## config.mk

```make
export PLATFORM = sky130hd
export DESIGN_NAME = control_unit
export DESIGN_NICKNAME = d
export VERILOG_FILES = /design/src/source/datapath_ctrl_pkg.sv /design/src/source/riscv_isa_pkg.sv /design/src/source/control_encoder.sv /design/src/source/control_fsm.sv /design/src/source/control_unit.sv /design/src/source/instr_decoder.sv
export SDC_FILE = /design/constraint.sdc
export NUM_CORES = 1
export LEC_CHECK = 0
export ABC_AREA = 1
export ABC_CLOCK_PERIOD_IN_PS = 2300
export BUFFER_PORTS_ARGS = -buffer_cell sky130_fd_sc_hd__buf_2
export CORE_MARGIN = 5
export CORE_UTILIZATION = 47
export DETAILED_ROUTE_END_ITERATION = 16
export PLACE_DENSITY = 0.78
export SYNTH_ARGS = -nofsm -noshare
export SYNTH_HDL_FRONTEND = slang
export SYNTH_SLANG_ARGS = --single-unit
```

## constraint.sdc

```tcl
create_clock -name CLK -period 2.3 [get_ports CLK]
set_input_delay 0.46 -clock CLK [delete_from_list [all_inputs] [get_ports CLK]]
set_output_delay 0.46 -clock CLK [all_outputs]
set_load 0.05 [all_outputs]
```

## src/source/datapath_ctrl_pkg.sv

```systemverilog
`default_nettype none

package datapath_ctrl_pkg;

    typedef enum logic [2:0] {
        alu_nop    = 3'b000,
        alu_add    = 3'b001,
        alu_sub    = 3'b010,
        alu_and    = 3'b011,
        alu_cmp_ge = 3'b101,
        alu_slt    = 3'b110
    } alu_op_t;

    typedef enum logic [1:0] {
        a_pc   = 2'b00,
        a_reg  = 2'b01,
        a_zero = 2'b11  // lui path
    } alu_a_sel_t;

    typedef enum logic [2:0] {
        b_reg         = 3'b000,
        b_four        = 3'b001,
        b_imm         = 3'b010,
        b_imm_shifted = 3'b011  // branch offset, imm << 1
    } alu_b_sel_t;

    typedef enum logic [1:0] {
        pc_alu_out = 2'b00,
        pc_alu     = 2'b01
    } pc_src_t;

    typedef enum logic [3:0] {
        rd_alu_out = 4'b0000,
        rd_one     = 4'b0010,
        rd_zero    = 4'b0011,
        rd_pc      = 4'b0100,
        rd_ld      = 4'b0101,
        rd_lb      = 4'b0110,
        rd_lh      = 4'b0111,
        rd_lw      = 4'b1000,
        rd_lbu     = 4'b1001,
        rd_lhu     = 4'b1010,
        rd_lwu     = 4'b1011
    } reg_data_sel_t;

    typedef enum logic [4:0] {
        st_reset,
        st_wait,
        st_fetch,
        st_decode,
        st_execute,
        st_alu_write,
        st_set_one,
        st_set_zero,
        st_link,
        st_lui_write,
        st_load_addr,
        st_load_read,
        st_load_write,
        st_store_addr,
        st_store_wait,
        st_store_write,
        st_halt
    } ctrl_state_t;

    typedef struct packed {
        logic zero;
        logic less;  // signed a < b
    } alu_flags_t;

    typedef struct packed {
        logic          datapath_reset;
        logic          pc_write;
        pc_src_t       pc_src;
        logic          ir_load;
        logic          ab_write;
        logic          alu_out_write;
        alu_op_t       alu_op;
        alu_a_sel_t    alu_a_sel;
        alu_b_sel_t    alu_b_sel;
        logic          reg_write;
        reg_data_sel_t reg_data_sel;
        logic          mem_data_reg_write;
        logic          mem_write;
        logic [1:0]    store_width;  // store size mux code
    } ctrl_word_t;

    localparam ctrl_word_t ctrl_idle = '{
        datapath_reset:     1'b0,
        pc_write:           1'b0,
        pc_src:             pc_alu,
        ir_load:            1'b0,
        ab_write:           1'b0,
        alu_out_write:      1'b0,
        alu_op:             alu_nop,
        alu_a_sel:          a_pc,
        alu_b_sel:          b_reg,
        reg_write:          1'b0,
        reg_data_sel:       rd_alu_out,
        mem_data_reg_write: 1'b0,
        mem_write:          1'b0,
        store_width:        2'b00
    };

endpackage

`default_nettype wire

```

## src/source/riscv_isa_pkg.sv

```systemverilog
`default_nettype none

package riscv_isa_pkg;

    localparam int xlen        = 64;
    localparam int instr_width = 32;

    typedef logic [6:0] opcode_t;

    localparam opcode_t op_rtype  = 7'b0110011;
    localparam opcode_t op_imm    = 7'b0010011;
    localparam opcode_t op_load   = 7'b0000011;
    localparam opcode_t op_store  = 7'b0100011;
    localparam opcode_t op_branch = 7'b1100011;
    localparam opcode_t op_jalr   = 7'b1100111;
    localparam opcode_t op_lui    = 7'b0110111;
    localparam opcode_t op_system = 7'b1110011;

    localparam logic [2:0] f3_add = 3'b000;
    localparam logic [2:0] f3_and = 3'b111;
    localparam logic [2:0] f3_slt = 3'b010;
    localparam logic [2:0] f3_ld  = 3'b011;
    localparam logic [2:0] f3_lb  = 3'b000;
    localparam logic [2:0] f3_lh  = 3'b001;
    localparam logic [2:0] f3_lw  = 3'b010;
    localparam logic [2:0] f3_lbu = 3'b100;
    localparam logic [2:0] f3_lhu = 3'b101;
    localparam logic [2:0] f3_lwu = 3'b110;
    localparam logic [2:0] f3_sd  = 3'b111;  // sd encoding of this core
    localparam logic [2:0] f3_sw  = 3'b010;
    localparam logic [2:0] f3_sh  = 3'b001;
    localparam logic [2:0] f3_sb  = 3'b000;
    localparam logic [2:0] f3_beq = 3'b000;
    localparam logic [2:0] f3_bne = 3'b001;
    localparam logic [2:0] f3_blt = 3'b100;
    localparam logic [2:0] f3_bge = 3'b101;

    localparam logic [6:0] funct7_sub = 7'b0100000;

    typedef enum logic [3:0] {
        cls_rtype, cls_imm, cls_load, cls_store, cls_branch,
        cls_jalr, cls_lui, cls_nop, cls_break
    } instr_class_t;

    typedef enum logic [2:0] {
        load_d, load_b, load_h, load_w, load_bu, load_hu, load_wu
    } load_width_t;

    typedef enum logic [1:0] {store_d, store_w, store_h, store_b} store_width_t;

    typedef enum logic [1:0] {br_eq, br_ne, br_ge, br_lt} branch_cond_t;

    typedef struct packed {
        instr_class_t               cls;
        datapath_ctrl_pkg::alu_op_t alu_op;
        load_width_t                load_width;
        store_width_t               store_width;
        branch_cond_t               branch_cond;
        logic                       is_slt;  // slt or slti
    } decoded_instr_t;

endpackage

`default_nettype wire

```

## src/source/control_encoder.sv

```systemverilog
`timescale 1ns/10ps
`default_nettype none

module control_encoder (
    input  datapath_ctrl_pkg::ctrl_state_t state,
    input  riscv_isa_pkg::decoded_instr_t  decoded,
    input  datapath_ctrl_pkg::alu_flags_t  flags,
    output datapath_ctrl_pkg::ctrl_word_t  ctrl
);

    logic taken;

    always_comb begin
        case (decoded.branch_cond)
            riscv_isa_pkg::br_eq: taken = flags.zero;
            riscv_isa_pkg::br_ne: taken = !flags.zero;
            riscv_isa_pkg::br_ge: taken = !flags.less;
            default:              taken = flags.less;  // blt
        endcase
    end

    always_comb begin
        ctrl = datapath_ctrl_pkg::ctrl_idle;
        case (state)
            datapath_ctrl_pkg::st_reset: ctrl.datapath_reset = 1'b1;
            datapath_ctrl_pkg::st_fetch: begin
                ctrl.ir_load   = 1'b1;
                ctrl.pc_write  = 1'b1;  // pc + 4
                ctrl.alu_op    = datapath_ctrl_pkg::alu_add;
                ctrl.alu_b_sel = datapath_ctrl_pkg::b_four;
            end
            datapath_ctrl_pkg::st_decode: begin
                ctrl.ab_write      = 1'b1;
                ctrl.alu_out_write = 1'b1;  // branch target into alu_out
                ctrl.alu_op        = datapath_ctrl_pkg::alu_add;
                ctrl.alu_b_sel     = datapath_ctrl_pkg::b_imm_shifted;
            end
            datapath_ctrl_pkg::st_execute: begin
                ctrl.alu_op    = decoded.alu_op;
                ctrl.alu_a_sel = datapath_ctrl_pkg::a_reg;
                ctrl.alu_b_sel = datapath_ctrl_pkg::b_imm;
                case (decoded.cls)
                    riscv_isa_pkg::cls_rtype: begin
                        ctrl.alu_out_write = 1'b1;
                        ctrl.alu_b_sel     = datapath_ctrl_pkg::b_reg;
                    end
                    riscv_isa_pkg::cls_imm,
                    riscv_isa_pkg::cls_load,
                    riscv_isa_pkg::cls_store,
                    riscv_isa_pkg::cls_jalr: ctrl.alu_out_write = 1'b1;
                    riscv_isa_pkg::cls_lui: begin
                        ctrl.alu_out_write = 1'b1;
                        ctrl.alu_a_sel     = datapath_ctrl_pkg::a_zero;
                    end
                    riscv_isa_pkg::cls_branch: begin
                        ctrl.alu_b_sel = datapath_ctrl_pkg::b_reg;
                        ctrl.pc_write  = taken;
                        ctrl.pc_src    = datapath_ctrl_pkg::pc_alu_out;
                    end
                    default: ctrl.alu_op = datapath_ctrl_pkg::alu_nop;  // nop, break
                endcase
            end
            datapath_ctrl_pkg::st_alu_write,
            datapath_ctrl_pkg::st_lui_write: ctrl.reg_write = 1'b1;
            datapath_ctrl_pkg::st_set_one: begin
                ctrl.reg_write    = 1'b1;
                ctrl.reg_data_sel = datapath_ctrl_pkg::rd_one;
            end
            datapath_ctrl_pkg::st_set_zero: begin
                ctrl.reg_write    = 1'b1;
                ctrl.reg_data_sel = datapath_ctrl_pkg::rd_zero;
            end
            datapath_ctrl_pkg::st_link: begin
                ctrl.reg_write    = 1'b1;
                ctrl.reg_data_sel = datapath_ctrl_pkg::rd_pc;  // rd = pc + 4
                ctrl.pc_write     = 1'b1;
                ctrl.pc_src       = datapath_ctrl_pkg::pc_alu_out;
            end
            // partial stores merge with the old word, so stores read first
            datapath_ctrl_pkg::st_load_read,
            datapath_ctrl_pkg::st_store_addr: ctrl.mem_data_reg_write = 1'b1;
            datapath_ctrl_pkg::st_load_write: begin
                ctrl.reg_write = 1'b1;
                case (decoded.load_width)
                    riscv_isa_pkg::load_d:  ctrl.reg_data_sel = datapath_ctrl_pkg::rd_ld;
                    riscv_isa_pkg::load_b:  ctrl.reg_data_sel = datapath_ctrl_pkg::rd_lb;
                    riscv_isa_pkg::load_h:  ctrl.reg_data_sel = datapath_ctrl_pkg::rd_lh;
                    riscv_isa_pkg::load_w:  ctrl.reg_data_sel = datapath_ctrl_pkg::rd_lw;
                    riscv_isa_pkg::load_bu: ctrl.reg_data_sel = datapath_ctrl_pkg::rd_lbu;
                    riscv_isa_pkg::load_hu: ctrl.reg_data_sel = datapath_ctrl_pkg::rd_lhu;
                    default:                ctrl.reg_data_sel = datapath_ctrl_pkg::rd_lwu;
                endcase
            end
            datapath_ctrl_pkg::st_store_write: begin
                ctrl.mem_write   = 1'b1;
                ctrl.store_width = decoded.store_width;
            end
            default: ;  // wait, halt and memory latency states stay idle
        endcase
    end

endmodule

`default_nettype wire

```

## src/source/control_fsm.sv

```systemverilog
`timescale 1ns/10ps
`default_nettype none

module control_fsm (
    input  wire logic                          CLK,
    input  wire logic                          RST,
    input  riscv_isa_pkg::decoded_instr_t      decoded,
    input  datapath_ctrl_pkg::alu_flags_t      flags,
    output datapath_ctrl_pkg::ctrl_state_t     state
);

    datapath_ctrl_pkg::ctrl_state_t next_state;
    datapath_ctrl_pkg::ctrl_state_t exec_next;

    always_ff @(posedge CLK, posedge RST) begin
        if (RST) begin
            state <= datapath_ctrl_pkg::st_reset;
        end else begin
            state <= next_state;
        end
    end

    // successor of execute, by class
    always_comb begin
        case (decoded.cls)
            riscv_isa_pkg::cls_rtype,
            riscv_isa_pkg::cls_imm: begin
                if (!decoded.is_slt) begin
                    exec_next = datapath_ctrl_pkg::st_alu_write;
                end else if (flags.less) begin
                    exec_next = datapath_ctrl_pkg::st_set_one;
                end else begin
                    exec_next = datapath_ctrl_pkg::st_set_zero;
                end
            end
            riscv_isa_pkg::cls_load:   exec_next = datapath_ctrl_pkg::st_load_addr;
            riscv_isa_pkg::cls_store:  exec_next = datapath_ctrl_pkg::st_store_addr;
            riscv_isa_pkg::cls_branch: exec_next = datapath_ctrl_pkg::st_wait;
            riscv_isa_pkg::cls_jalr:   exec_next = datapath_ctrl_pkg::st_link;
            riscv_isa_pkg::cls_lui:    exec_next = datapath_ctrl_pkg::st_lui_write;
            riscv_isa_pkg::cls_break:  exec_next = datapath_ctrl_pkg::st_halt;
            default:                   exec_next = datapath_ctrl_pkg::st_fetch;  // nop
        endcase
    end

    always_comb begin
        case (state)
            datapath_ctrl_pkg::st_reset:       next_state = datapath_ctrl_pkg::st_wait;
            datapath_ctrl_pkg::st_wait:        next_state = datapath_ctrl_pkg::st_fetch;
            datapath_ctrl_pkg::st_fetch:       next_state = datapath_ctrl_pkg::st_decode;
            datapath_ctrl_pkg::st_decode:      next_state = datapath_ctrl_pkg::st_execute;
            datapath_ctrl_pkg::st_execute:     next_state = exec_next;
            datapath_ctrl_pkg::st_load_addr:   next_state = datapath_ctrl_pkg::st_load_read;
            datapath_ctrl_pkg::st_load_read:   next_state = datapath_ctrl_pkg::st_load_write;
            datapath_ctrl_pkg::st_store_addr:  next_state = datapath_ctrl_pkg::st_store_wait;
            datapath_ctrl_pkg::st_store_wait:  next_state = datapath_ctrl_pkg::st_store_write;
            datapath_ctrl_pkg::st_halt:        next_state = datapath_ctrl_pkg::st_halt;
            default:                           next_state = datapath_ctrl_pkg::st_wait;
        endcase
    end

endmodule

`default_nettype wire

```

## src/source/control_unit.sv

```systemverilog
`timescale 1ns/10ps
`default_nettype none

module control_unit (
    input  wire logic                                  CLK,
    input  wire logic                                  RST,
    input  wire logic [riscv_isa_pkg::instr_width-1:0] instr,
    input  datapath_ctrl_pkg::alu_flags_t              flags,
    output datapath_ctrl_pkg::ctrl_word_t              ctrl
);

    riscv_isa_pkg::decoded_instr_t  decoded;
    datapath_ctrl_pkg::ctrl_state_t state;

    instr_decoder u_decoder (
        .instr   (instr),
        .decoded (decoded)
    );

    control_fsm u_fsm (
        .CLK     (CLK),
        .RST     (RST),
        .decoded (decoded),
        .flags   (flags),
        .state   (state)
    );

    control_encoder u_encoder (
        .state   (state),
        .decoded (decoded),
        .flags   (flags),
        .ctrl    (ctrl)
    );

endmodule

`default_nettype wire

```

## src/source/instr_decoder.sv

```systemverilog
`timescale 1ns/10ps
`default_nettype none

module instr_decoder (
    input  wire logic [riscv_isa_pkg::instr_width-1:0] instr,
    output riscv_isa_pkg::decoded_instr_t              decoded
);

    riscv_isa_pkg::opcode_t opcode;
    logic [2:0]             funct3;
    logic [6:0]             funct7;

    assign opcode = instr[6:0];
    assign funct3 = instr[14:12];
    assign funct7 = instr[31:25];

    always_comb begin
        decoded.cls         = riscv_isa_pkg::cls_nop;  // unknown opcodes fall through
        decoded.alu_op      = datapath_ctrl_pkg::alu_add;
        decoded.load_width  = riscv_isa_pkg::load_d;
        decoded.store_width = riscv_isa_pkg::store_d;
        decoded.branch_cond = riscv_isa_pkg::br_eq;
        decoded.is_slt      = 1'b0;
        case (opcode)
            riscv_isa_pkg::op_rtype: begin
                decoded.cls = riscv_isa_pkg::cls_rtype;
                if (funct7 == riscv_isa_pkg::funct7_sub) begin
                    decoded.alu_op = datapath_ctrl_pkg::alu_sub;
                end else if (funct3 == riscv_isa_pkg::f3_and) begin
                    decoded.alu_op = datapath_ctrl_pkg::alu_and;
                end else if (funct3 == riscv_isa_pkg::f3_slt) begin
                    decoded.alu_op = datapath_ctrl_pkg::alu_slt;
                    decoded.is_slt = 1'b1;
                end else if (funct3 != riscv_isa_pkg::f3_add) begin
                    decoded.cls = riscv_isa_pkg::cls_nop;
                end
            end
            riscv_isa_pkg::op_imm: begin
                if (instr[31:7] != '0 && funct3 == riscv_isa_pkg::f3_add) begin
                    decoded.cls = riscv_isa_pkg::cls_imm;  // addi
                end else if (funct3 == riscv_isa_pkg::f3_slt) begin
                    decoded.cls    = riscv_isa_pkg::cls_imm;
                    decoded.alu_op = datapath_ctrl_pkg::alu_slt;
                    decoded.is_slt = 1'b1;
                end
            end
            riscv_isa_pkg::op_load: begin
                decoded.cls = riscv_isa_pkg::cls_load;
                case (funct3)
                    riscv_isa_pkg::f3_ld:  decoded.load_width = riscv_isa_pkg::load_d;
                    riscv_isa_pkg::f3_lb:  decoded.load_width = riscv_isa_pkg::load_b;
                    riscv_isa_pkg::f3_lh:  decoded.load_width = riscv_isa_pkg::load_h;
                    riscv_isa_pkg::f3_lw:  decoded.load_width = riscv_isa_pkg::load_w;
                    riscv_isa_pkg::f3_lbu: decoded.load_width = riscv_isa_pkg::load_bu;
                    riscv_isa_pkg::f3_lhu: decoded.load_width = riscv_isa_pkg::load_hu;
                    riscv_isa_pkg::f3_lwu: decoded.load_width = riscv_isa_pkg::load_wu;
                    default:               decoded.cls        = riscv_isa_pkg::cls_nop;
                endcase
            end
            riscv_isa_pkg::op_store: begin
                decoded.cls = riscv_isa_pkg::cls_store;
                case (funct3)
                    riscv_isa_pkg::f3_sd: decoded.store_width = riscv_isa_pkg::store_d;
                    riscv_isa_pkg::f3_sw: decoded.store_width = riscv_isa_pkg::store_w;
                    riscv_isa_pkg::f3_sh: decoded.store_width = riscv_isa_pkg::store_h;
                    riscv_isa_pkg::f3_sb: decoded.store_width = riscv_isa_pkg::store_b;
                    default:              decoded.cls         = riscv_isa_pkg::cls_nop;
                endcase
            end
            riscv_isa_pkg::op_branch: begin
                decoded.cls    = riscv_isa_pkg::cls_branch;
                decoded.alu_op = datapath_ctrl_pkg::alu_sub;  // zero and less from a - b
                case (funct3)
                    riscv_isa_pkg::f3_beq: decoded.branch_cond = riscv_isa_pkg::br_eq;
                    riscv_isa_pkg::f3_bne: decoded.branch_cond = riscv_isa_pkg::br_ne;
                    riscv_isa_pkg::f3_blt: decoded.branch_cond = riscv_isa_pkg::br_lt;
                    riscv_isa_pkg::f3_bge: begin
                        decoded.branch_cond = riscv_isa_pkg::br_ge;
                        decoded.alu_op      = datapath_ctrl_pkg::alu_cmp_ge;
                    end
                    default: decoded.cls = riscv_isa_pkg::cls_nop;
                endcase
            end
            riscv_isa_pkg::op_jalr:   decoded.cls = riscv_isa_pkg::cls_jalr;
            riscv_isa_pkg::op_lui:    decoded.cls = riscv_isa_pkg::cls_lui;
            riscv_isa_pkg::op_system: decoded.cls = riscv_isa_pkg::cls_break;
            default: ;
        endcase
    end

endmodule

`default_nettype wire

```

==> metrics.csv, run 1 <==
metric,value,unit
status,stopped before the end,
failing_step,global routing (5_1_grt),
firstError,"[ERROR DPL-0038] Utilization greater than 100%, impossible to legalize",
start_util,49.9,%
ys_top_cells_by_area,"nor2_1 17%, nand2_1 15%, nand3_1 11%",
synth.distinct_cells,33,
grt_max_degree,10,
synth_top_area_share,16.9,%
ys_seq_area_share,10.0,%
cts_root_buf,clkbuf_4,
rows,18,
cts_max_path_buffers,2,
postGrtWorstEndpoint,ctrl[16],
cts_made_buffers,3,
die_h,61.5,um
die_x,61.5,um
worstEndpointType,primary output,
h-tree-depth,1,
synth_area,1250,sq um
gp_congestion,0.899,
portBuffers,57,
clock_sink_count,5,
netlist_instances,242,
dpl.hpwl,3.64,mm
yosysWarnings,0,
ys_seq_elements,5,
synth_largest_area_cell,nor2_1,
pin_count,60,
postPlaceCellArea,1910,sq um
avgSynthCellArea,5.15,sq um
## synthesized netlist by cell type
cell,instances
a21boi_0,1
a21oi_1,6
a21oi_2,3
a31oi_1,1
a41oi_1,1
and2_1,1
buf_2,1
buf_4,3
conb_1,1
dfrtp_1,5
inv_1,28
inv_2,6
nand2_1,51
nand2_2,9
nand3_1,28
nand3_2,2
nand4_1,5
nor2_1,56
nor2_2,6
nor2_4,3
nor2b_1,1
nor3_1,7
nor3b_1,1
nor3b_2,1
nor4_1,1
o2111ai_1,1
o21ai_0,7
o21ai_1,1
o21ai_2,1
o221ai_1,1
o22ai_1,1
o41ai_1,1
xor2_1,1
## through the flow
| step | hold slack, ns | utilization, % | std cells | setup slack [ns] |
|---|---|---|---|---|
| floorplan | 0.239 | - | 243 | -0.417 |
| global placement | 0.352 | 76.4 | 369 | -0.151 |
| detailed placement | 0.361 | 76.4 | 369 | -0.223 |
| CTS | 0.113 | 87.2 | 380 | -0.111 |
## repair_timing
action,4_1_cts
hold buffers,0
setup buffers,7
endpoints found under the setup margin,8
resized for setup,53
pin swaps,12
## logic make-up after synthesis
kind of cell | synth area share [%]
flip-flops | 10.0
AO/OA/AOI/OAI | 12.8
XOR/XNOR | 0.702
buffers and inverters | 12.4
AND/OR/NAND/NOR | 63.7
other | 0.301
==> run 2, diff against run 1 <==
--- a/config.mk
+++ b/config.mk
@@ -8,10 +8,10 @@
 export ABC_AREA = 1
 export ABC_CLOCK_PERIOD_IN_PS = 2300
 export BUFFER_PORTS_ARGS = -buffer_cell sky130_fd_sc_hd__buf_2
-export CORE_MARGIN = 5
-export CORE_UTILIZATION = 47
+export CORE_AREA = 5 5 66 68
 export DETAILED_ROUTE_END_ITERATION = 16
-export PLACE_DENSITY = 0.78
+export DIE_AREA = 0 0 71 73
+export PLACE_DENSITY_LB_ADDON = 0.15
 export SYNTH_ARGS = -nofsm -noshare
 export SYNTH_HDL_FRONTEND = slang
 export SYNTH_SLANG_ARGS = --single-unit
==> run 2 against run 1 <==
Compared with the run above:
- synthesized cell count unchanged
- the flow now finishes, with violations (setup timing)
- area after synthesis unchanged
==> metrics.csv, run 2 <==
metric,value,unit
status,"complete, but fails checks",
violations,setup timing,
start_kind,input pin,
synth_largest_area_cell,nor2_1,
register_area,125,sq um
ys_seq_area_share,10.0,%
maxCapViolCount,0,
grt_max_degree,11,
drt_iter0_drc,108,
crit_fanout,4,
async_flop_share,100,%
ys_seq_elements,5,
rr_startpoint,u_fsm.state[0],
final.min_clock_period,2.41,ns
die_x,71,um
largest_reg_flops,5,
core_area,3800,sq um
top_register,u_fsm.state,
hold_class,input pin to asynchronous set/reset pin,
vdd_ir_drop_max,0.000324,V
layout_common_cells,"54 x buf_4, 37 x nor2_1, 37 x nand2_1",
synth_most_common_cell,nor2_1,
portBuffers,57,
diodes,0,
r2r_setup_slack,0.70,ns
r2r_cells,7,
antenna_left,0,
ys_top_cells_by_count,"56 x nor2_1, 51 x nand2_1, 28 x inv_1, 28 x nand3_1, 9 x nand2_2",
setup_viol,8,
grt_first_pass_wirelength,7.62,mm
gp_congestion,0.981,
max_freq,415,MHz
fin_ws,-0.107,ns
layout.nets,396,
path_clk_slew,0.04,ns
layout.cells.most_common,buf_4,
yosysWarnings,0,
synth_area,1250,sq um
vias,2003,
numPlacedInstances,397,
fill_cells,331,
drcViolationCount,0,
fin_crit_sh,105,%
cts_tree,built,
avgSynthCellArea,5.15,sq um
clkLatencyLatePin,0.22,ns
die_area,5180,sq um
synth-edff-count,0,
skew,0.00133,ns
biggestRegsByFlops,u_fsm.state: 5 flops,
drt_wl_total,5.30,mm
netlist_instances,242,
clock_sink_count,5,
ys_top_cells_by_area,"nor2_1 17%, nand2_1 15%, nand3_1 11%",
rows,23,
cts_made_buffers,3,
die_h,73,um
synth.distinct_cells,33,
p_leak,1.34,nW
syn_to_final_growth,109,%
wl_per_cell,12.9,um
total_power,1.35,mW
synth_ff_type,dfrtp_1,
arrival,1.95,ns
track_usage,17.8,%
cts_max_path_buffers,2,
gr-total-overflow,0,
pin_count,60,
multi_input_area,1330,sq um
rr_endpoint,u_fsm.state[0],
synth_top_area_share,16.9,%
drive_gt1_share,57.7,%
critPathKind,input pin to output pin,
cp.required,1.84,ns
grt_setup_unrepaired,true,
firstDrtPassIters,4,
cts_root_buf,clkbuf_8,
finalHoldViolCount,0,
endpoint_kind,output pin,
start_util,32.8,%
vias_per_cell,4.90,
power.density,520,nW/um^2
finalMaxSlewViolations,0,
antenna_found_initial,0,
dpl.hpwl,3.87,mm
h-tree-depth,1,
fin_cells,409,
grt_pass1_vias,1824,
==> run 2: critical path, stage by stage <==
cell     delay, ns
buf_6         0.10
nand2_4       0.08
nor2_4        0.07
buf_12        0.13
buf_6         0.12
nand3_4       0.07
nand2_2       0.05
nor2_2        0.11
nand2_2       0.10
nor2_4        0.11
buf_6         0.11
nand3_2       0.07
a21oi_2       0.14
inv_1         0.06
buf_6         0.15
==> run 2: area by class of cell <==
cell class / count / share of cell area (%)
clock buffers: 4 / 1.73
inverters: 34 / 5.48
multi-input cells: 200 / 51.0
flip-flops and latches: 5 / 4.81
well taps: 50 / 2.40
repair buffers: 116 / 34.6
==> run 2: how the worst max path moves through the flow <==
stage               startpoint        to  slack [ns]  depth (start not counted)
floorplan            instr[13]  ctrl[15]       -0.42                         11
global placement      instr[1]  ctrl[14]       -0.18                         12
detailed placement    instr[1]  ctrl[16]       -0.22                         13
CTS                   instr[3]  ctrl[16]       -0.08                         13
global route          instr[1]  ctrl[10]       -0.18                         15
finish                instr[1]  ctrl[10]       -0.11                         15
==> run 2: timing repair <==
| item | CTS | global route |
|---|---|---|
| setup buffers | 4 | 5 |
| hold buffers | 0 | 0 |
| resized for setup | 64 | 66 |
| pin swaps | 16 | 20 |
| endpoints found under the setup margin | 8 | 12 |
==> run 2: where the power goes <==
part / total, mW / switching [mW] / internal, mW
Combinational: 1.07 / 0.710 / 0.359
Clock: 0.160 / 0.0412 / 0.119
Sequential: 0.126 / 0.0119 / 0.114
Total: 1.35 / 0.763 / 0.592
==> run 2: kinds of logic after synthesis <==
kind of cell,count (synthesis),share of synthesized area [%]
AND/OR/NAND/NOR,172,63.7
other,1,0.301
XOR/XNOR,1,0.702
flip-flops,5,10.0
buffers and inverters,38,12.4
AO/OA/AOI/OAI,25,12.8
==> run 2: layer usage <==
layer  wire, um  track usage (%)  vias up
met5          0                0        -
met1       2220             23.2      916
met2       2690             31.2       60
met4        104             4.59        0
met3        278             1.79       10
li1           -                -     1017
==> run 2: stage by stage <==
stage	utilization, %	TNS [ns]	setup slack, ns	area [sq um]	hold WS (ns)
finish	68.5	-0.636	-0.107	2600	0.131
global route	68.5	-1.41	-0.176	2600	0.150
CTS	60.3	-0.455	-0.0813	2290	0.137
detailed placement	52.5	-1.35	-0.224	1990	0.366
global placement	52.5	-1.18	-0.183	1990	0.360
floorplan	-	-1.26	-0.417	1290	0.239
Power figures use the tool's default switching activity.
==> run 3, diff against run 2 <==
--- a/config.mk
+++ b/config.mk
@@ -12,6 +12,7 @@
 export DETAILED_ROUTE_END_ITERATION = 16
 export DIE_AREA = 0 0 71 73
 export PLACE_DENSITY_LB_ADDON = 0.15
+export REMOVE_ABC_BUFFERS = 1
 export SYNTH_ARGS = -nofsm -noshare
 export SYNTH_HDL_FRONTEND = slang
 export SYNTH_SLANG_ARGS = --single-unit
==> run 3 against run 2 <==
Compared with the run above:
- the flow still finishes with violations (setup timing)
- clock power about the same
- global-route usage up 0.65 points
- register-to-register slack improved by 0.08 ns
- worst setup slack worse by 0.014 ns
- non-clock buffer count down 3
- clock-buffer cell count stayed put
- sequential share of layout area increased by 0.36 points
- critical path type unchanged
- largest cell class unchanged
- highest routed layer unchanged
==> metrics.csv, run 3 (synthesis gave the netlist of run 2 again) <==
metric,value,unit
drt_iter0_drc,102,
wl_per_cell,12.1,um
h-tree-depth,1,
drive_gt1_share,52.8,%
gp_congestion,0.856,
max_freq,413,MHz
clkLatencyLatePin,0.22,ns
fin_area,2420,sq um
grt_max_degree,13,
cp.required,1.84,ns
firstDrtPassIters,4,
clock_sink_count,5,
finalMaxSlewViolations,0,
gr-total-overflow,0,
arrival,1.96,ns
top_register,u_fsm.state,
largest_reg_flops,5,
setup_viol,10,
skew,0.000760,ns
status,"complete, but fails checks",
antenna_left,0,
power.density,529,nW/um^2
portBuffers,57,
path_clk_slew,0.03,ns
layout_common_cells,"59 x buf_4, 45 x nor2_1, 42 x nand2_1",
biggestRegsByFlops,u_fsm.state: 5 flops,
track_usage,18.4,%
start_kind,input pin,
p_leak,1.23,nW
dpl.hpwl,3.78,mm
finalHoldViolCount,0,
drcViolationCount,0,
cts_hold_buf,0,
holdWs,0.132,ns
cts_tree,built,
critPathKind,input pin to output pin,
grt_pass1_vias,1852,
fin_ws,-0.122,ns
cts_made_buffers,3,
die_x,71,um
layout.nets,393,
finish.utilization,63.8,%
endpoint_kind,output pin,
core_area,3800,sq um
diodes,0,
die_h,73,um
rows,23,
crit_fanout,5,
layout.cells.most_common,buf_4,
vdd_ir_drop_max,0.000251,V
pin_count,60,
antenna_found_initial,0,
postPlaceCellArea,1920,sq um
drt_wl_total,4.90,mm
violations,setup timing,
syn_to_final_growth,94.2,%
grt_setup_unrepaired,true,
cts_root_buf,clkbuf_8,
start_util,32.8,%
final.min_clock_period,2.42,ns
vias,1937,
grt_first_pass_wirelength,7.84,mm
maxCapViolCount,0,
cts_max_path_buffers,2,
hold_class,input pin to asynchronous set/reset pin,
fin_crit_sh,105,%
die_area,5180,sq um
vias_per_cell,4.77,
==> run 3: worst max-delay path, stage by stage <==
cell	delay, ns
buf_8	0.10
inv_2	0.04
nand2_2	0.06
nor2_4	0.22
buf_6	0.18
nand2_8	0.06
a21oi_4	0.13
nand2_2	0.10
nand2_4	0.10
nor2_4	0.04
buf_6	0.11
nand3_4	0.07
a21oi_2	0.05
inv_1	0.08
buf_6	0.16
==> run 3: area by class of cell <==
class	instances	area [sq um]
fillers	371	1380
multi-input cells	200	1240
repair buffers	113	815
inverters	34	133
flip-flops and latches	5	125
well taps	50	62.6
clock buffers	4	45.0
==> run 3: stage by stage <==
stage	total power, mW	TNS, ns	setup slack (ns)	std cells
finish	1.28	-0.908	-0.122	406
global route	1.36	-1.97	-0.218	406
CTS	1.23	-0.492	-0.103	405
detailed placement	0.995	-1.38	-0.219	393
global placement	0.996	-1.37	-0.201	393
floorplan	0.740	-7.78	-1.29	239
==> run 3: power by group <==
group / switching, mW / total, mW / internal, mW / leakage (nW)
combinational: 0.662 / 0.983 / 0.322 / 1.14
sequential: 0.0268 / 0.141 / 0.114 / 0.0647
clock: 0.0387 / 0.157 / 0.119 / 0.0228
==> run 3: layer usage <==
metal / track usage (%) / share of wire [%] / vias to the layer above
met2: 34.8 / 54 / 42
met5: 0 / 0 / -
li1: - / - / 1011
met1: 22.5 / 41 / 880
met4: 4.59 / 1.2 / 0
met3: 1.24 / 4.1 / 4
==> run 3: worst paths after layout <==
check                               start  slack, ns  cells past startpoint              to
max in group asynchronous             RST       2.00                      2  u_fsm.state[3]
hold / removal                        RST       0.13                      2  u_fsm.state[2]
setup reg to reg           u_fsm.state[2]       0.78                      8  u_fsm.state[0]
hold reg to reg            u_fsm.state[4]       0.65                      2  u_fsm.state[4]
min in group CLK           u_fsm.state[4]       0.65                      2  u_fsm.state[4]
setup / recovery                 instr[2]      -0.12                     15        ctrl[10]
==> run 3: repair_timing <==
item / CTS / global route
setup endpoints to repair: 8 / 11
setup buffers: 8 / 1
gates resized for setup: 56 / 45
pin swaps: 13 / 13
==> run 4, diff against run 3 <==
--- a/config.mk
+++ b/config.mk
@@ -6,7 +6,7 @@
 export NUM_CORES = 1
 export LEC_CHECK = 0
 export ABC_AREA = 1
-export ABC_CLOCK_PERIOD_IN_PS = 2300
+export ABC_CLOCK_PERIOD_IN_PS = 2450
 export BUFFER_PORTS_ARGS = -buffer_cell sky130_fd_sc_hd__buf_2
 export CORE_AREA = 5 5 66 68
 export DETAILED_ROUTE_END_ITERATION = 16
@@ -16,3 +16,4 @@
 export SYNTH_ARGS = -nofsm -noshare
 export SYNTH_HDL_FRONTEND = slang
 export SYNTH_SLANG_ARGS = --single-unit
+export TNS_END_PERCENT = 20
==> constraint.sdc (replaced) <==
create_clock -name CLK -period 2.45 [get_ports CLK]
set_input_delay 0.49 -clock CLK [delete_from_list [all_inputs] [get_ports CLK]]
set_output_delay 0.49 -clock CLK [all_outputs]
set_load 0.05 [all_outputs]
==> run 4 against run 3 <==
Compared with the run above:
- sequential share of layout area rose by 0.19 points
- register-to-register slack better by 0.11 ns
- largest cell class unchanged
- critical path type unchanged
- critical endpoint is now ctrl[16]
- the flow now finishes without violations
- via count is 0.72% lower
==> metrics.csv, run 4 (synthesis gave the netlist of run 2 again) <==
metric,value,unit
path_clk_slew,0.03,ns
start_util,32.8,%
cts_max_path_buffers,2,
drive_gt1_share,51.7,%
finalHoldViolCount,0,
pin_count,60,
finalMaxSlewViolations,0,
rows,23,
grt_first_pass_wirelength,7.69,mm
hold_class,input pin to asynchronous set/reset pin,
finish.utilization,61.5,%
register_area,125,sq um
fin_area,2340,sq um
p_leak,1.23,nW
die_x,71,um
vias_per_cell,4.81,
drcViolationCount,0,
drt_iter0_drc,104,
layout_common_cells,"52 x buf_4, 46 x nor2_1, 41 x buf_2",
critPathKind,input pin to output pin,
die_area,5180,sq um
endpoint_kind,output pin,
gr-total-overflow,0,
fin_crit_sh,99.0,%
clock_sink_count,5,
gp_congestion,0.856,
grt_setup_unrepaired,true,
maxCapViolCount,0,
skew,0.000651,ns
dpl.hpwl,3.76,mm
cts_made_buffers,3,
top_register,u_fsm.state,
vias,1923,
crit_fanout,6,
clkLatencyLatePin,0.22,ns
cts_tree,built,
syn_to_final_growth,87.4,%
status,finished clean,
layout.cells.most_common,buf_4,
cp.required,1.96,ns
cts_root_buf,clkbuf_8,
layout.nets,387,
cts_hold_buf,0,
antenna_left,0,
vdd_ir_drop_max,0.000286,V
multi_input_area,1210,sq um
portBuffers,57,
final.min_clock_period,2.43,ns
grt_max_degree,13,
max_freq,412,MHz
track_usage,17.8,%
numPlacedInstances,392,
biggestRegsByFlops,u_fsm.state: 5 flops,
die_h,73,um
fill_cells,378,
firstDrtPassIters,4,
grt_pass1_vias,1852,
postPlaceCellArea,1920,sq um
antenna_found_initial,0,
drt_wl_total,4.75,mm
wl_per_cell,11.9,um
fin_cells,400,
arrival,1.94,ns
power.density,505,nW/um^2
h-tree-depth,1,
largest_reg_flops,5,
start_kind,input pin,
setup_viol,0,
core_area,3800,sq um
diodes,0,
-- run 4: path summary, 6_finish.rpt --
check / startpoint / depth (start not counted) / end / slack [ns]
max: instr[3] / 14 / ctrl[16] / 0.02
min: RST / 2 / u_fsm.state[1] / 0.16
max reg2reg: u_fsm.state[2] / 8 / u_fsm.state[0] / 0.89
min reg2reg: u_fsm.state[4] / 2 / u_fsm.state[4] / 0.68
max in group asynchronous: RST / 2 / u_fsm.state[3] / 2.13
min in group CLK: u_fsm.state[4] / 2 / u_fsm.state[4] / 0.68
-- run 4: where the power goes --
group          switching, mW  total, mW  internal (mW)  leakage [nW]
combinational          0.609      0.899          0.290          1.14
sequential            0.0234      0.131          0.107        0.0647
clock                 0.0383      0.150          0.112        0.0228
-- run 4: layer usage --
| layer | track usage (%) | vias to the layer above | share of wire [%] |
|---|---|---|---|
| met3 | 1.24 | 6 | 4.4 |
| met1 | 22.3 | 859 | 41 |
| li1 | - | 1003 | - |
| met5 | 0 | - | 0 |
| met4 | 3.76 | 0 | 1.1 |
| met2 | 33.4 | 55 | 53 |
-- run 4: stage by stage --
stage	total power [mW]	setup WS, ns	hold slack, ns	setup TNS (ns)
after floorplan	0.694	-1.17	0.269	-6.40
after global placement	0.923	-0.111	0.388	-0.616
after detailed placement	0.921	-0.126	0.387	-0.617
after CTS	1.13	-0.0245	0.156	-0.0256
after global routing	1.26	-0.0782	0.184	-0.358
final	1.18	0.0244	0.159	0
-- run 4: cell type report --
cell class                 instances  share of cell area [%]
inverter                          34                    5.57
timing repair buffer             107                    32.6
multi-input combinational        200                    51.9
tap                               50                    2.68
clock buffer                       4                    1.93
sequential                         5                    5.35
-- run 4: worst max-delay path, stage by stage --
cell and delay (ns):
buf_6 0.10, inv_2 0.05, nand2_2 0.06, nor2_4 0.17, buf_12 0.16, o21ai_4 0.06, inv_2 0.05, nor2_2 0.04
nor2_4 0.13, nand2_4 0.08, a21oi_4 0.13, nand3_2 0.11, a21oi_2 0.14, buf_6 0.17
-- run 4: what timing repair did --
action,4_1_cts,5_1_grt
setup buffers,1,3
endpoints found under the setup margin,7,12
pin swaps,15,20
gates resized for setup,47,41
